<file path="config.mk">
export PLATFORM = sky130hd
export DESIGN_NAME = spi_subsystem_top
export DESIGN_NICKNAME = d
export VERILOG_FILES = /design/src/hw/spi_pkg.sv /design/src/hw/spi_peripheral.sv /design/src/hw/control_registers.sv /design/src/hw/event_counter.sv /design/src/hw/response_arbiter.sv /design/src/hw/spi_subsystem_top.sv
export SDC_FILE = /design/constraint.sdc
export NUM_CORES = 1
export LEC_CHECK = 0
export BUFFER_PORTS_ARGS = -buffer_cell sky130_fd_sc_hd__buf_2
export CAP_MARGIN = 20
export CORE_AREA = 8 8 135 137
export DETAILED_ROUTE_END_ITERATION = 10
export DIE_AREA = 0 0 143 145
export PLACE_DENSITY = 0.82
export SETUP_SLACK_MARGIN = 0.3
export SLEW_MARGIN = 0
export SYNTH_ARGS = -nofsm -noshare
export SYNTH_HDL_FRONTEND = slang
export SYNTH_SLANG_ARGS = --single-unit
</file>
<file path="constraint.sdc">
create_clock -name clock -period 2.42 [get_ports clock]
set_input_delay 0.121 -clock clock [delete_from_list [all_inputs] [get_ports clock]]
set_output_delay 0.121 -clock clock [all_outputs]
set_load 0.005 [all_outputs]
</file>
<file path="src/hw/spi_pkg.sv">
package spi_pkg;

    // Opcodes, operands and responses all share this width
    localparam int byte_width = 8;

    // Identification
    localparam logic [byte_width-1:0] opcode_chip_id = 8'hDB;
    localparam logic [byte_width-1:0] chip_id_value  = 8'h81;

    // Scratch memory access through a shared pointer

    // Operand 0 loads the pointer
    localparam logic [byte_width-1:0] opcode_scratch_select = 8'h13;

    // One byte back per slot, pointer advances at each byte boundary
    localparam logic [byte_width-1:0] opcode_scratch_read = 8'h14;

    // Every operand is stored, then the pointer steps
    localparam logic [byte_width-1:0] opcode_scratch_write = 8'h15;

    // Event counter

    // Snapshot returned LSB first
    localparam logic [byte_width-1:0] opcode_count_read  = 8'h20;
    localparam logic [byte_width-1:0] opcode_count_clear = 8'h21;

endpackage

</file>
<file path="src/hw/spi_peripheral.sv">
`timescale 1ns/100ps

module spi_peripheral (
    input  logic                           clock,
    input  logic                           rst_n,

    input  logic                           spi_select,
    input  logic                           spi_clock,
    input  logic                           spi_data,
    output logic                           spi_data_out,

    output logic [spi_pkg::byte_width-1:0] opcode,
    output logic                           opcode_valid,
    output logic [spi_pkg::byte_width-1:0] operand,
    output logic                           operand_valid,
    output logic [7:0]                     operand_count,

    input  logic [spi_pkg::byte_width-1:0] response,
    input  logic                           response_valid
);
    import spi_pkg::*;

    localparam int                     count_width = $clog2(byte_width);
    localparam logic [count_width-1:0] last_bit    = count_width'(byte_width - 1);

    logic [1:0] select_sync;    // Bit 1 is the settled value
    logic [1:0] clock_sync;
    logic [1:0] data_sync;
    logic       clock_last;
    logic       clock_rise;     // One-cycle pulses per spi_clock edge
    logic       clock_fall;
    logic       deselected;

    logic [count_width-1:0] bit_count;
    logic                   first_byte;
    logic [byte_width-1:0]  shift_in;
    logic [byte_width-1:0]  byte_in;
    logic                   byte_done;
    logic [7:0]             operand_next;

    logic [byte_width-1:0]  shift_out;
    logic                   load_pending;

    assign deselected   = select_sync[1];
    assign byte_in      = {shift_in[byte_width-2:0], data_sync[1]};
    assign byte_done    = clock_rise && !deselected && (bit_count == last_bit);
    assign spi_data_out = shift_out[byte_width-1];    // MSB first

    // Pin synchronisers and registered edge detection
    always_ff @(posedge clock) begin
        if (!rst_n) begin
            select_sync <= 2'b11;
            clock_sync  <= '0;
            data_sync   <= '0;
            clock_last  <= 1'b0;
            clock_rise  <= 1'b0;
            clock_fall  <= 1'b0;
        end else begin
            select_sync <= {select_sync[0], spi_select};
            clock_sync  <= {clock_sync[0], spi_clock};
            data_sync   <= {data_sync[0], spi_data};
            clock_last  <= clock_sync[1];
            clock_rise  <= clock_sync[1] & ~clock_last;
            clock_fall  <= ~clock_sync[1] & clock_last;
        end
    end

    // Byte framing
    always_ff @(posedge clock) begin
        if (!rst_n) begin
            bit_count     <= '0;
            first_byte    <= 1'b1;
            opcode_valid  <= 1'b0;
            operand_valid <= 1'b0;
            operand_next  <= '0;
            operand_count <= '0;
        end else begin
            opcode_valid  <= 1'b0;
            operand_valid <= 1'b0;
            if (deselected) begin
                bit_count    <= '0;
                first_byte   <= 1'b1;
                operand_next <= '0;
            end else if (clock_rise) begin
                bit_count <= bit_count + 1'b1;    // Wraps at the byte boundary
                if (byte_done && first_byte) begin
                    opcode_valid <= 1'b1;
                    first_byte   <= 1'b0;
                end else if (byte_done) begin
                    operand_valid <= 1'b1;
                    operand_count <= operand_next;
                    operand_next  <= operand_next + 1'b1;
                end
            end
        end
    end

    // Received data
    always_ff @(posedge clock) begin
        if (clock_rise) begin
            shift_in <= byte_in;
        end
        if (byte_done && first_byte) begin
            opcode <= byte_in;
        end else if (byte_done) begin
            operand <= byte_in;
        end
    end

    // Response path, loaded on the first falling edge after each byte
    always_ff @(posedge clock) begin
        if (!rst_n || deselected) begin
            shift_out    <= '0;
            load_pending <= 1'b0;
        end else begin
            if (byte_done) begin
                load_pending <= 1'b1;
            end else if (clock_fall) begin
                load_pending <= 1'b0;
            end

            if (clock_fall && load_pending) begin
                shift_out <= response_valid ? response : '0;    // Nobody answered
            end else if (clock_fall) begin
                shift_out <= {shift_out[byte_width-2:0], 1'b0};
            end
        end
    end

endmodule

</file>
<file path="src/hw/control_registers.sv">
`timescale 1ns/100ps

module control_registers #(
    parameter int scratch_depth = 8
) (
    input  logic                           clock,
    input  logic                           rst_n,

    input  logic [spi_pkg::byte_width-1:0] opcode,
    input  logic                           opcode_valid,
    input  logic [spi_pkg::byte_width-1:0] operand,
    input  logic                           operand_valid,
    input  logic [7:0]                     operand_count,

    output logic [spi_pkg::byte_width-1:0] response_regs,
    output logic                           response_regs_valid
);
    import spi_pkg::*;

    // Depth is a power of two so the pointer wraps by itself
    localparam int pointer_width = $clog2(scratch_depth);

    logic [byte_width-1:0]    scratch [scratch_depth];
    logic [pointer_width-1:0] pointer;
    logic [pointer_width-1:0] pointer_next;
    logic [byte_width-1:0]    active_opcode;    // Opcode of the current transaction

    assign pointer_next = pointer + 1'b1;

    always_ff @(posedge clock) begin
        if (!rst_n) begin
            for (int i = 0; i < scratch_depth; i++) begin
                scratch[i] <= '0;
            end
            pointer             <= '0;
            active_opcode       <= '0;
            response_regs       <= '0;
            response_regs_valid <= 1'b0;
        end else if (opcode_valid) begin
            active_opcode <= opcode;
            case (opcode)
                opcode_chip_id: begin
                    response_regs       <= chip_id_value;
                    response_regs_valid <= 1'b1;
                end
                opcode_scratch_read: begin
                    response_regs       <= scratch[pointer];
                    response_regs_valid <= 1'b1;
                end
                default: response_regs_valid <= 1'b0;    // Not ours
            endcase
        end else if (operand_valid) begin
            case (active_opcode)
                opcode_scratch_select: begin
                    if (operand_count == 8'd0) begin
                        pointer <= operand[pointer_width-1:0];
                    end
                end
                opcode_scratch_write: begin
                    scratch[pointer] <= operand;
                    pointer          <= pointer_next;
                end
                opcode_scratch_read: begin
                    // Prefetch so the next slot streams the following byte
                    response_regs <= scratch[pointer_next];
                    pointer       <= pointer_next;
                end
                default: ;
            endcase
        end
    end

endmodule

</file>
<file path="src/hw/event_counter.sv">
`timescale 1ns/100ps

module event_counter #(
    parameter int counter_width = 16
) (
    input  logic                           clock,
    input  logic                           rst_n,

    input  logic                           event_in,

    input  logic [spi_pkg::byte_width-1:0] opcode,
    input  logic                           opcode_valid,
    input  logic                           operand_valid,

    output logic [spi_pkg::byte_width-1:0] response_count,
    output logic                           response_count_valid
);
    import spi_pkg::*;

    logic [1:0]               event_sync;
    logic                     event_last;
    logic                     event_rise;
    logic [counter_width-1:0] count;
    logic [counter_width-1:0] snapshot;    // Bytes still to be returned

    assign event_rise = event_sync[1] & ~event_last;

    always_ff @(posedge clock) begin
        if (!rst_n) begin
            event_sync <= '0;
            event_last <= 1'b0;
            count      <= '0;
        end else begin
            event_sync <= {event_sync[0], event_in};
            event_last <= event_sync[1];
            if (opcode_valid && opcode == opcode_count_clear) begin
                count <= '0;
            end else if (event_rise && count != '1) begin
                count <= count + 1'b1;    // Saturates at all ones
            end
        end
    end

    always_ff @(posedge clock) begin
        if (!rst_n) begin
            response_count_valid <= 1'b0;
        end else if (opcode_valid) begin
            response_count_valid <= (opcode == opcode_count_read);
        end
    end

    // LSB goes out first, zeros once the snapshot is drained
    always_ff @(posedge clock) begin
        if (opcode_valid && opcode == opcode_count_read) begin
            response_count <= count[byte_width-1:0];
            snapshot       <= count >> byte_width;
        end else if (operand_valid && response_count_valid) begin
            response_count <= snapshot[byte_width-1:0];
            snapshot       <= snapshot >> byte_width;
        end
    end

endmodule

</file>
<file path="src/hw/response_arbiter.sv">
`timescale 1ns/100ps

module response_arbiter (
    input  logic                           clock,
    input  logic                           rst_n,

    input  logic                           opcode_valid,
    input  logic                           spi_select,

    input  logic [spi_pkg::byte_width-1:0] response_regs,
    input  logic                           response_regs_valid,
    input  logic [spi_pkg::byte_width-1:0] response_count,
    input  logic                           response_count_valid,

    output logic [spi_pkg::byte_width-1:0] response,
    output logic                           response_valid
);

    // Dropped on deselect and on every new opcode until a peer answers
    always_ff @(posedge clock) begin
        if (!rst_n) begin
            response_valid <= 1'b0;
        end else if (spi_select || opcode_valid) begin
            response_valid <= 1'b0;
        end else begin
            response_valid <= response_regs_valid | response_count_valid;
        end
    end

    // Control registers win, otherwise the last byte is held
    always_ff @(posedge clock) begin
        if (response_regs_valid) begin
            response <= response_regs;
        end else if (response_count_valid) begin
            response <= response_count;
        end
    end

endmodule

</file>
<file path="src/hw/spi_subsystem_top.sv">
`timescale 1ns/100ps

module spi_subsystem_top #(
    parameter int scratch_depth = 8,
    parameter int counter_width = 16
) (
    input  logic clock,
    input  logic rst_n,

    input  logic spi_select,
    input  logic spi_clock,
    input  logic spi_data,
    output logic spi_data_out,

    input  logic event_in
);
    import spi_pkg::*;

    // Command stream, broadcast to every peer
    logic [byte_width-1:0] opcode;
    logic                  opcode_valid;
    logic [byte_width-1:0] operand;
    logic                  operand_valid;
    logic [7:0]            operand_count;

    // Peer answers and the arbitrated result
    logic [byte_width-1:0] response_regs;
    logic                  response_regs_valid;
    logic [byte_width-1:0] response_count;
    logic                  response_count_valid;
    logic [byte_width-1:0] response;
    logic                  response_valid;

    spi_peripheral i_spi_peripheral (
        .clock          (clock),
        .rst_n          (rst_n),
        .spi_select     (spi_select),
        .spi_clock      (spi_clock),
        .spi_data       (spi_data),
        .spi_data_out   (spi_data_out),
        .opcode         (opcode),
        .opcode_valid   (opcode_valid),
        .operand        (operand),
        .operand_valid  (operand_valid),
        .operand_count  (operand_count),
        .response       (response),
        .response_valid (response_valid)
    );

    control_registers #(
        .scratch_depth (scratch_depth)
    ) i_control_registers (
        .clock               (clock),
        .rst_n               (rst_n),
        .opcode              (opcode),
        .opcode_valid        (opcode_valid),
        .operand             (operand),
        .operand_valid       (operand_valid),
        .operand_count       (operand_count),
        .response_regs       (response_regs),
        .response_regs_valid (response_regs_valid)
    );

    event_counter #(
        .counter_width (counter_width)
    ) i_event_counter (
        .clock                (clock),
        .rst_n                (rst_n),
        .event_in             (event_in),
        .opcode               (opcode),
        .opcode_valid         (opcode_valid),
        .operand_valid        (operand_valid),
        .response_count       (response_count),
        .response_count_valid (response_count_valid)
    );

    response_arbiter i_response_arbiter (
        .clock                (clock),
        .rst_n                (rst_n),
        .opcode_valid         (opcode_valid),
        .spi_select           (spi_select),
        .response_regs        (response_regs),
        .response_regs_valid  (response_regs_valid),
        .response_count       (response_count),
        .response_count_valid (response_count_valid),
        .response             (response),
        .response_valid       (response_valid)
    );

endmodule

</file>
==> results by group, run 1 <==
Power
  – Power per standard cell area: 662 mW/mm²
  – VDD IR max: 0.549 mV
  – Overall power: 6.47 mW
  – Standby leakage power: 3.21 nW

Cells and area
  – Layout cells sized above 1: 16.8%
  – Number of diodes: 0
  – Synth-to-layout area growth: 12.7%
  – Final cell count without fillers: 976
  – Largest regs: i_control_registers.scratch: 64 flops, i_event_counter.count: 16 flops
  – Largest register FFs: 64
  – Nets: 755
  – Final Cell Area: 0.00978 mm²
  – Biggest register: i_control_registers.scratch

Critical path
  – Kind of critical path: reg -> reg
  – Crit. End Element: flip-flop
  – Slowest stage delay, CP: 0.48 ns
  – Worst-path maximum fanout: 10
  – Flop2flop setup slack: 0.30 ns
  – CP arrival: 2.27 ns
  – Worst path cell trace: or2_1 -> or3_4 -> or3_4 -> o21ai_1 -> buf_4
  – Critical Path RT: 2.57 ns
  – Type of origin of the critical path: flip-flop
  – Critical path's most frequent cell: or3_4
  – Worst path slowest cell: or3_4

Global routing
  – First-pass GRT wire length: 29200 µm
  – Initial antenna violation count: 0
  – GRT Overall Usage: 18.2%
  – GRT overflow: 0
  – Vias in the first global route: 5630
  – Largest net degree at the start of global routing: 56

Drt
  – Drt via density: 5.89
  – Drc violations: 0
  – Post-route ant nets: 0
  – Iter 0 DRT Violations: 578
  – Via count: 5753
  – Avg WL per Cell: 18.9 µm
  – Drt total wl: 18500 µm
  – First drt pass iteration count: 6

Synthesis
  – Fraction of registers with async set or reset after synthesis: 0%
  – Count leader, synth: edfxtp_1
  – Largest cells by area after synthesis: edfxtp_1, dfxtp_1, and2_1
  – Main synth FF type: edfxtp_1
  – Synth area leader: edfxtp_1
  – Yosys reg bits: 195
  – Top post-synthesis cells by count: edfxtp_1, dfxtp_1, and2_1
  – Yosys cell types: 57
  – Post-Syn Nets: 733
  – Yosys warns: 0
  – Syn Std Cell Area: 0.00868 mm²
  – Post-Synthesis Cells: 722
  – Sequential fraction of the synthesis area: 57.8%
  – Post-synthesis average cell area: 12.0 µm²
  – Yosys top cell area share: 38.4%
  – EDFF count, synth: 111

STA
  – Unrepaired setup endpoints after global routing: true
  – Peak Freq: 472 MHz
  – Worst Tran Pin Value: 0.886 ns
  – Hold Fails Final Rpt: 0
  – Worst slew margin: 41.0%
  – Slew Limit Fails: 0
  – Fin crit period: 2.12 ns
  – Setup TNS: 0 ns
  – Worst clock skew: 0.00979 ns
  – Final Setup Violations: 0
  – Tcrit/Tclk final: 87.6%

Clocking
  – Clock buffer depth: 2
  – CTS Sinks: 195
  – Clk_lat worst skew: 0.43 ns
  – H-tree Lvls: 4
  – CTS clk-pin slew, worst paths: 0.07 ns
  – Total CTS buffers: 17
  – CTS tree: built
  – Clock root buffer: clkbuf_16

Placement
  – DP Area: 0.00902 mm²
  – Port bufs: 6
  – Gp weighted congestion: 0.877
  – Placed insts: 932
  – DP HPWL: 13000 µm

Floorplanning
  – Die Area: 0.0207 mm²
  – Top-level port count: 7
  – Initial Util: 53.7%
  – Die Height: 145 µm
  – Cell Rows: 47
  – Die width: 143 µm
  – CORE AREA: 0.0162 mm²

Outcome
  – Outcome: finished clean

Min path
  – HP Class: in -> reg

Job
  – Max-cap violation count: 0
[report_power, final]
group,leakage [nW],total [mW],internal (mW),switching (mW)
Clock,0.280,2.72,1.54,1.18
Sequential,1.64,3.60,3.55,0.0508
Combinational,1.29,0.146,0.0664,0.0794
[worst max-delay path: cells and delay by family, from the launching register on]
family                 cells  cell delay [ns]
AOI/OAI and AO/OA          1             0.20
buffers and inverters      1             0.19
DFF                        1             0.31
and+or+nand+nor            3             1.13
[metrics by stage]
step / util, % / setup slack (ns) / hold slack [ns]
2_1_floorplan: - / 0.138 / 0.246
3_3_place_gp: 55.8 / 0.194 / 0.327
3_5_place_dp: 55.8 / 0.137 / 0.331
4_1_cts: 59.8 / 0.292 / 0.297
5_1_grt: 60.4 / 0.245 / 0.344
6_report: 60.4 / 0.300 / 0.319
[metal layers]
metal	vias to the layer above	global-route usage, %	wire length [µm]
met5	-	0	0
met3	49	4.20	1150
met4	0	9.09	601
met2	220	29.3	9030
li1	2663	-	-
met1	2821	22.4	7670
[final cells by class]
class                           instances  area, µm²
Inverter                                4       15.0
Sequential cell                       195       5020
Multi-Input combinational cell        484       3570
Fill cell                            1180       6400
Clock buffer                           18        439
Timing Repair Buffer                   42        330
Clock inverter                         13        134
Tap cell                              220        275
[what timing repair did]
item                                   CTS  global route
gates resized for setup                  9             9
endpoints found under the hold margin    4             0
buffers inserted                         0             9
gates cloned                             0             0
hold buffers                             4             0
pin swaps                                0             7
setup endpoints to repair               79           119
[cells by family (layout without fill, tap and decap cells)]
logic type / count (synthesis) / in the layout / share of synthesized area [%]
AOI/OAI and AO/OA: 107 / 107 / 8.02
xor gates and xnor gates: 23 / 23 / 2.32
adders and majority gates: 5 / 5 / 0.721
buffers and inverters: 43 / 77 / 2.18
DFF: 195 / 195 / 57.8
muxes: 78 / 78 / 11.6
and+or+nand+nor: 271 / 271 / 17.4
[worst paths after layout]
kind / start / endpoint / cells past startpoint
hold reg to reg: i_spi_peripheral.clock_last / i_spi_peripheral.clock_rise / 1
setup reg to reg: i_control_registers.active_opcode[5] / i_control_registers.scratch[3][3] / 5
setup / recovery: i_control_registers.active_opcode[5] / i_control_registers.scratch[3][3] / 5
hold / removal: rst_n / i_spi_peripheral.select_sync[1] / 3
[placed cells by master (no fill, tap or decap), types with 20 or more instances in the layout]
cell / n
buf_4: 29
mux2i_1: 45
nor2_1: 41
and2_1: 75
dfxtp_1: 83
xor2_1: 20
nand2_1: 45
nor2b_1: 24
a21oi_1: 23
edfxtp_1: 111
(Power assumes the default switching activity.)
==> run 2, diff against run 1 <==
Settings changed: CORE_AREA 8 8 135 137 to 8 8 148 150, DIE_AREA 0 0 143 145 to 0 0 156 158, HOLD_SLACK_MARGIN set to 0.02, PLACE_DENSITY 0.82 to 0.69.
Clock period 2.42 ns to 2.25 ns, I/O delays scaled along.
==> results by group, run 2 (synthesis gave the netlist of run 1 again) <==
Power
  – Power per standard cell area: 697 mW/mm²
  – VDD IR max: 0.646 mV
  – Standby leakage power: 3.26 nW

Cells and area
  – Most common cell after layout, fill and taps aside: edfxtp_1
  – Number of diodes: 0
  – Nets: 759
  – Most frequent cells in the layout: edfxtp_1, dfxtp_1, and2_1
  – Largest regs: i_control_registers.scratch: 64 flops, i_event_counter.count: 16 flops
  – Footprint of the multi-input gates: 0.00365 mm²
  – Largest register FFs: 64
  – Number of fill cells in the layout: 1644
  – Util after Layout: 50.7%
  – Seq. cell area: 0.00502 mm²
  – Layout cells sized above 1: 18.8%
  – Synth-to-layout area growth: 15.3%
  – Biggest register: i_control_registers.scratch

Drt
  – Avg WL per Cell: 18.9 µm
  – Metal1 wirelength: 8490 µm
  – First drt pass iteration count: 5
  – Routed wl met3: 879 µm
  – Highest metal used: met4
  – Via count: 5693
  – Drc violations: 0
  – Drt total wl: 19500 µm
  – Post-route ant nets: 0
  – Routed met2 length: 9410 µm
  – Drt via density: 5.52
  – Iter 0 DRT Violations: 506

Global routing
  – Largest net degree at the start of global routing: 34
  – First-pass GRT wire length: 31000 µm
  – Vias in the first global route: 5667
  – GRT overflow: 0
  – GRT Overall Usage: 16.5%
  – Initial antenna violation count: 0

Floorplanning
  – CORE AREA: 0.0197 mm²
  – Cell Rows: 52
  – Initial Util: 44.0%
  – Top-level port count: 7
  – Die width: 156 µm
  – Die Height: 158 µm
  – Die Area: 0.0246 mm²

Critical path
  – Worst-path maximum fanout: 8
  – CP arrival: 2.18 ns
  – Worst path cell trace: or2_1 -> or3_4 -> buf_4 -> or3_4 -> o21ai_4 -> buf_12
  – Critical Path RT: 2.40 ns
  – Type of origin of the critical path: flip-flop
  – Kind of critical path: reg -> reg
  – Crit. End Element: flip-flop
  – Slowest stage delay, CP: 0.39 ns
  – Critical path's most frequent cell: or3_4
  – Worst path slowest cell: or3_4

Placement
  – Gp weighted congestion: 0.831
  – DP HPWL: 13700 µm
  – Place WS: 0.0803 ns
  – Port bufs: 6

Min path
  – HP Class: in -> reg

STA
  – Final Setup Violations: 0
  – Worst Tran Pin Value: 0.612 ns
  – Slew Limit Fails: 0
  – Worst setup margin: 0.224 ns
  – Setup TNS: 0 ns
  – Fin crit period: 2.03 ns
  – Peak Freq: 494 MHz
  – Tcrit/Tclk final: 90.1%
  – Worst slew margin: 59.1%
  – Unrepaired setup endpoints after global routing: true
  – Worst clock skew: 0.00806 ns
  – Hold Fails Final Rpt: 0

Clocking
  – Clk_lat worst skew: 0.43 ns
  – CTS tree: built
  – Clock root buffer: clkbuf_16
  – Clock buffer depth: 2
  – Total CTS buffers: 17
  – CTS Sinks: 195
  – CTS clk-pin slew, worst paths: 0.07 ns
  – H-tree Lvls: 4

Outcome
  – Outcome: finished clean

Job
  – Max-cap violation count: 0
==> run 2: cell count changes in the layout (fill, tap and decap cells not counted), moves of 3 or more <==
cell / delta
buf_12: +3
buf_4: -3
clkinv_1: +4
clkinv_2: -4
dfxtp_1: -6
dfxtp_2: +6
o21ai_1: -3
o21ai_4: +3
==> run 2: layout make-up <==
type,instances,share of cell area [%]
flip-flops and latches,195,50.2
multi-input cells,486,36.5
well taps,270,3.38
repair buffers,44,4.04
inverters,4,0.150
clock buffers,18,4.29
clock inverters,14,1.39
==> run 2: final timing paths <==
check / endpoint / start / cells past startpoint / slack (ns)
worst max-delay path: i_control_registers.scratch[0][4] / i_control_registers.active_opcode[5] / 6 / 0.22
worst min-delay path: flip-flop / rst_n / 3 / 0.23
worst max register to register: i_control_registers.scratch[0][4] / i_control_registers.active_opcode[5] / 6 / 0.22
worst min register to register: i_spi_peripheral.clock_rise / i_spi_peripheral.clock_last / 1 / 0.42
==> run 2: repair_timing <==
action                                  4_1_cts  5_1_grt
endpoints found under the setup margin       96      151
endpoints found under the hold margin         5        0
buffers inserted                              6        4
gates cloned                                  2        1
gates resized for setup                      10       23
pin swaps                                     6        7
hold buffers                                  4        0
==> run 2: through the flow <==
stage / hold WS [ns] / area, µm² / cells / power (mW)
floorplan: 0.238 / 8770 / 722 / 4.03
global placement: 0.321 / 9150 / 982 / 4.10
detailed placement: 0.326 / 9150 / 982 / 4.11
CTS: 0.204 / 9880 / 1026 / 7.00
global route: 0.217 / 10000 / 1031 / 7.19
finish: 0.230 / 10000 / 1031 / 6.97
==> run 2: report_power, final <==
group / switching (mW) / internal [mW]
Combinational: 0.0876 / 0.0783
Sequential: 0.0601 / 3.82
Clock: 1.29 / 1.63
Total: 1.44 / 5.53
==> run 2: layer usage <==
layer  up-vias  GRT usage [%]
met5         -              0
met1      2781           20.4
met3        54           3.79
met4         0           8.13
met2       168           26.9
li1       2690              -
==> run 2: critical path, delay by kind of cell, from the launching register on <==
kind                   cells  cell delay [ns]
AND/OR/NAND/NOR            3             0.97
AO/OA/AOI/OAI              1             0.17
flip-flops                 1             0.31
buffers and inverters      2             0.29
==> run 3, diff against run 2 <==
Settings changed: PLACE_DENSITY 0.69 to 0.71.
Clock period 2.25 ns to 1.65 ns, I/O delays scaled along.
==> results by group, run 3 (synthesis gave the netlist of run 1 again) <==
Drt
  – Via count: 6194
  – Iter 0 DRT Violations: 521
  – Avg WL per Cell: 19.6 µm
  – Drt total wl: 22000 µm
  – Post-route ant nets: 0
  – First drt pass iteration count: 5
  – Drt via density: 5.53
  – Drc violations: 0

Global routing
  – Top Usage Layer GRT: met2
  – M2 GR Usage: 30.3%
  – Largest net degree at the start of global routing: 56
  – Initial antenna violation count: 0
  – GRT overflow: 0
  – Vias in the first global route: 6339
  – GRT Overall Usage: 18.1%
  – GR Util met3: 3.00%
  – M1 GR Usage: 22.3%
  – First-pass GRT wire length: 34100 µm

STA
  – Unrepaired setup endpoints after global routing: true
  – Peak Freq: 504 MHz
  – Hold Slack: 0.331 ns
  – Setup TNS: -39.18 ns
  – Tcrit/Tclk final: 120%
  – Worst Tran Pin Value: 0.772 ns
  – Worst slew margin: 48.6%
  – Fin crit period: 1.98 ns
  – Final Setup Violations: 183
  – Worst clock skew: 0.0127 ns
  – Hold Fails Final Rpt: 0
  – Slew Limit Fails: 0
  – Worst setup margin: -0.332 ns

Cells and area
  – Largest register FFs: 64
  – Most frequent cells in the layout: edfxtp_1, buf_4, dfxtp_1
  – Nets: 849
  – Number of diodes: 0
  – Layout cells sized above 1: 38.8%
  – Synth-to-layout area growth: 33.2%
  – Biggest register: i_control_registers.scratch
  – Most common cell after layout, fill and taps aside: edfxtp_1
  – Largest regs: i_control_registers.scratch: 64 flops, i_event_counter.count: 16 flops

Floorplanning
  – Cell Rows: 52
  – Initial Util: 44.0%
  – Top-level port count: 7
  – Die Area: 0.0246 mm²
  – Die Height: 158 µm
  – Die width: 156 µm
  – CORE AREA: 0.0197 mm²

Critical path
  – Cell depth of the worst setup path: 4
  – Worst path cell trace: or2_1 -> or3_4 -> or3_4 -> o21ai_4
  – Kind of critical path: reg -> reg
  – Critical path's most frequent cell: or3_4
  – Flop2flop setup slack: -0.33 ns
  – Slowest stage delay, CP: 0.47 ns
  – CP arrival: 2.10 ns
  – Worst path slowest cell: or3_4
  – Reg2reg path depth: 4
  – Worst path bufs/invs: 0
  – Type of origin of the critical path: flip-flop
  – Crit-path leading delay family: simple AND/OR/NAND/NOR gates
  – Worst-path maximum fanout: 8
  – Critical Path RT: 1.76 ns
  – Crit. End Element: flip-flop

Clocking
  – Clock buffer depth: 2
  – CTS tree: built
  – CTS Sinks: 195
  – Clk_lat worst skew: 0.44 ns
  – Clock root buffer: clkbuf_16
  – H-tree Lvls: 4
  – Total CTS buffers: 17
  – CTS clk-pin slew, worst paths: 0.07 ns

Placement
  – Port bufs: 6
  – Gp weighted congestion: 0.858
  – DP HPWL: 14500 µm

Power
  – Power per standard cell area: 844 mW/mm²
  – VDD IR max: 0.766 mV
  – Standby leakage power: 3.97 nW
  – Overall power: 9.76 mW

Outcome
  – Outcome: finished with violations
  – Failing checks: setup timing

Min path
  – Hold path depth: 3
  – HP Class: in -> reg

Job
  – Max-cap violation count: 0
-- run 3: changes by cell type in the layout (fill, tap and decap cells not counted), sizes merged --
cell / delta
inv: +7
buf: +90
or3: -1
a21o: +1
clkinv: -5
clkinvlp: -2
-- run 3: worst paths after layout --
check	startpoint	endpoint
worst max-delay path	i_control_registers.active_opcode[5]	i_control_registers.scratch[7][1]
worst min-delay path	rst_n	i_spi_peripheral.select_sync[1]
worst max register to register	i_control_registers.active_opcode[5]	i_control_registers.scratch[7][1]
worst min register to register	i_spi_peripheral.clock_last	i_spi_peripheral.clock_rise
-- run 3: metrics by stage --
| stage | util (%) | instance area, µm² | worst slack (ns) | std cells |
|---|---|---|---|---|
| after floorplan | - | 9160 | -0.360 | 722 |
| after global placement | 50.3 | 9920 | -0.347 | 1044 |
| after detailed placement | 50.3 | 9920 | -0.407 | 1044 |
| after CTS | 57.0 | 11200 | -0.363 | 1110 |
| after global routing | 58.6 | 11600 | -0.398 | 1121 |
| final | 58.6 | 11600 | -0.332 | 1121 |
-- run 3: tightest hold or removal path: stages --
cell	delay [ns]
buf_2	0.12
buf_4	0.36
nand2b_1	0.17
-- run 3: layout make-up --
type,instances,area (µm²)
fillers,1452,8150
flip-flops and latches,195,5040
multi-input cells,486,4270
repair buffers,134,1290
clock buffers,18,429
well taps,270,338
clock inverters,14,166
inverters,4,22.5
-- run 3: layer usage --
| layer | routed length (µm) | share of wire, % |
|---|---|---|
| met1 | 9190 | 42 |
| met2 | 11000 | 50 |
| met3 | 1110 | 5.1 |
| met4 | 624 | 2.8 |
| met5 | 0 | 0 |
-- run 3: power breakdown --
group	internal [mW]	switching, mW
clock network	2.29	1.91
logic	0.125	0.151
registers	5.20	0.0773
total	7.61	2.14
-- run 3: timing repair --
item,4_1_cts,5_1_grt
pin swaps,55,31
hold buffers,4,0
buffers inserted,25,11
gates cloned,5,0
setup endpoints to repair,226,228
gates resized for setup,102,63
endpoints found under the hold margin,5,0
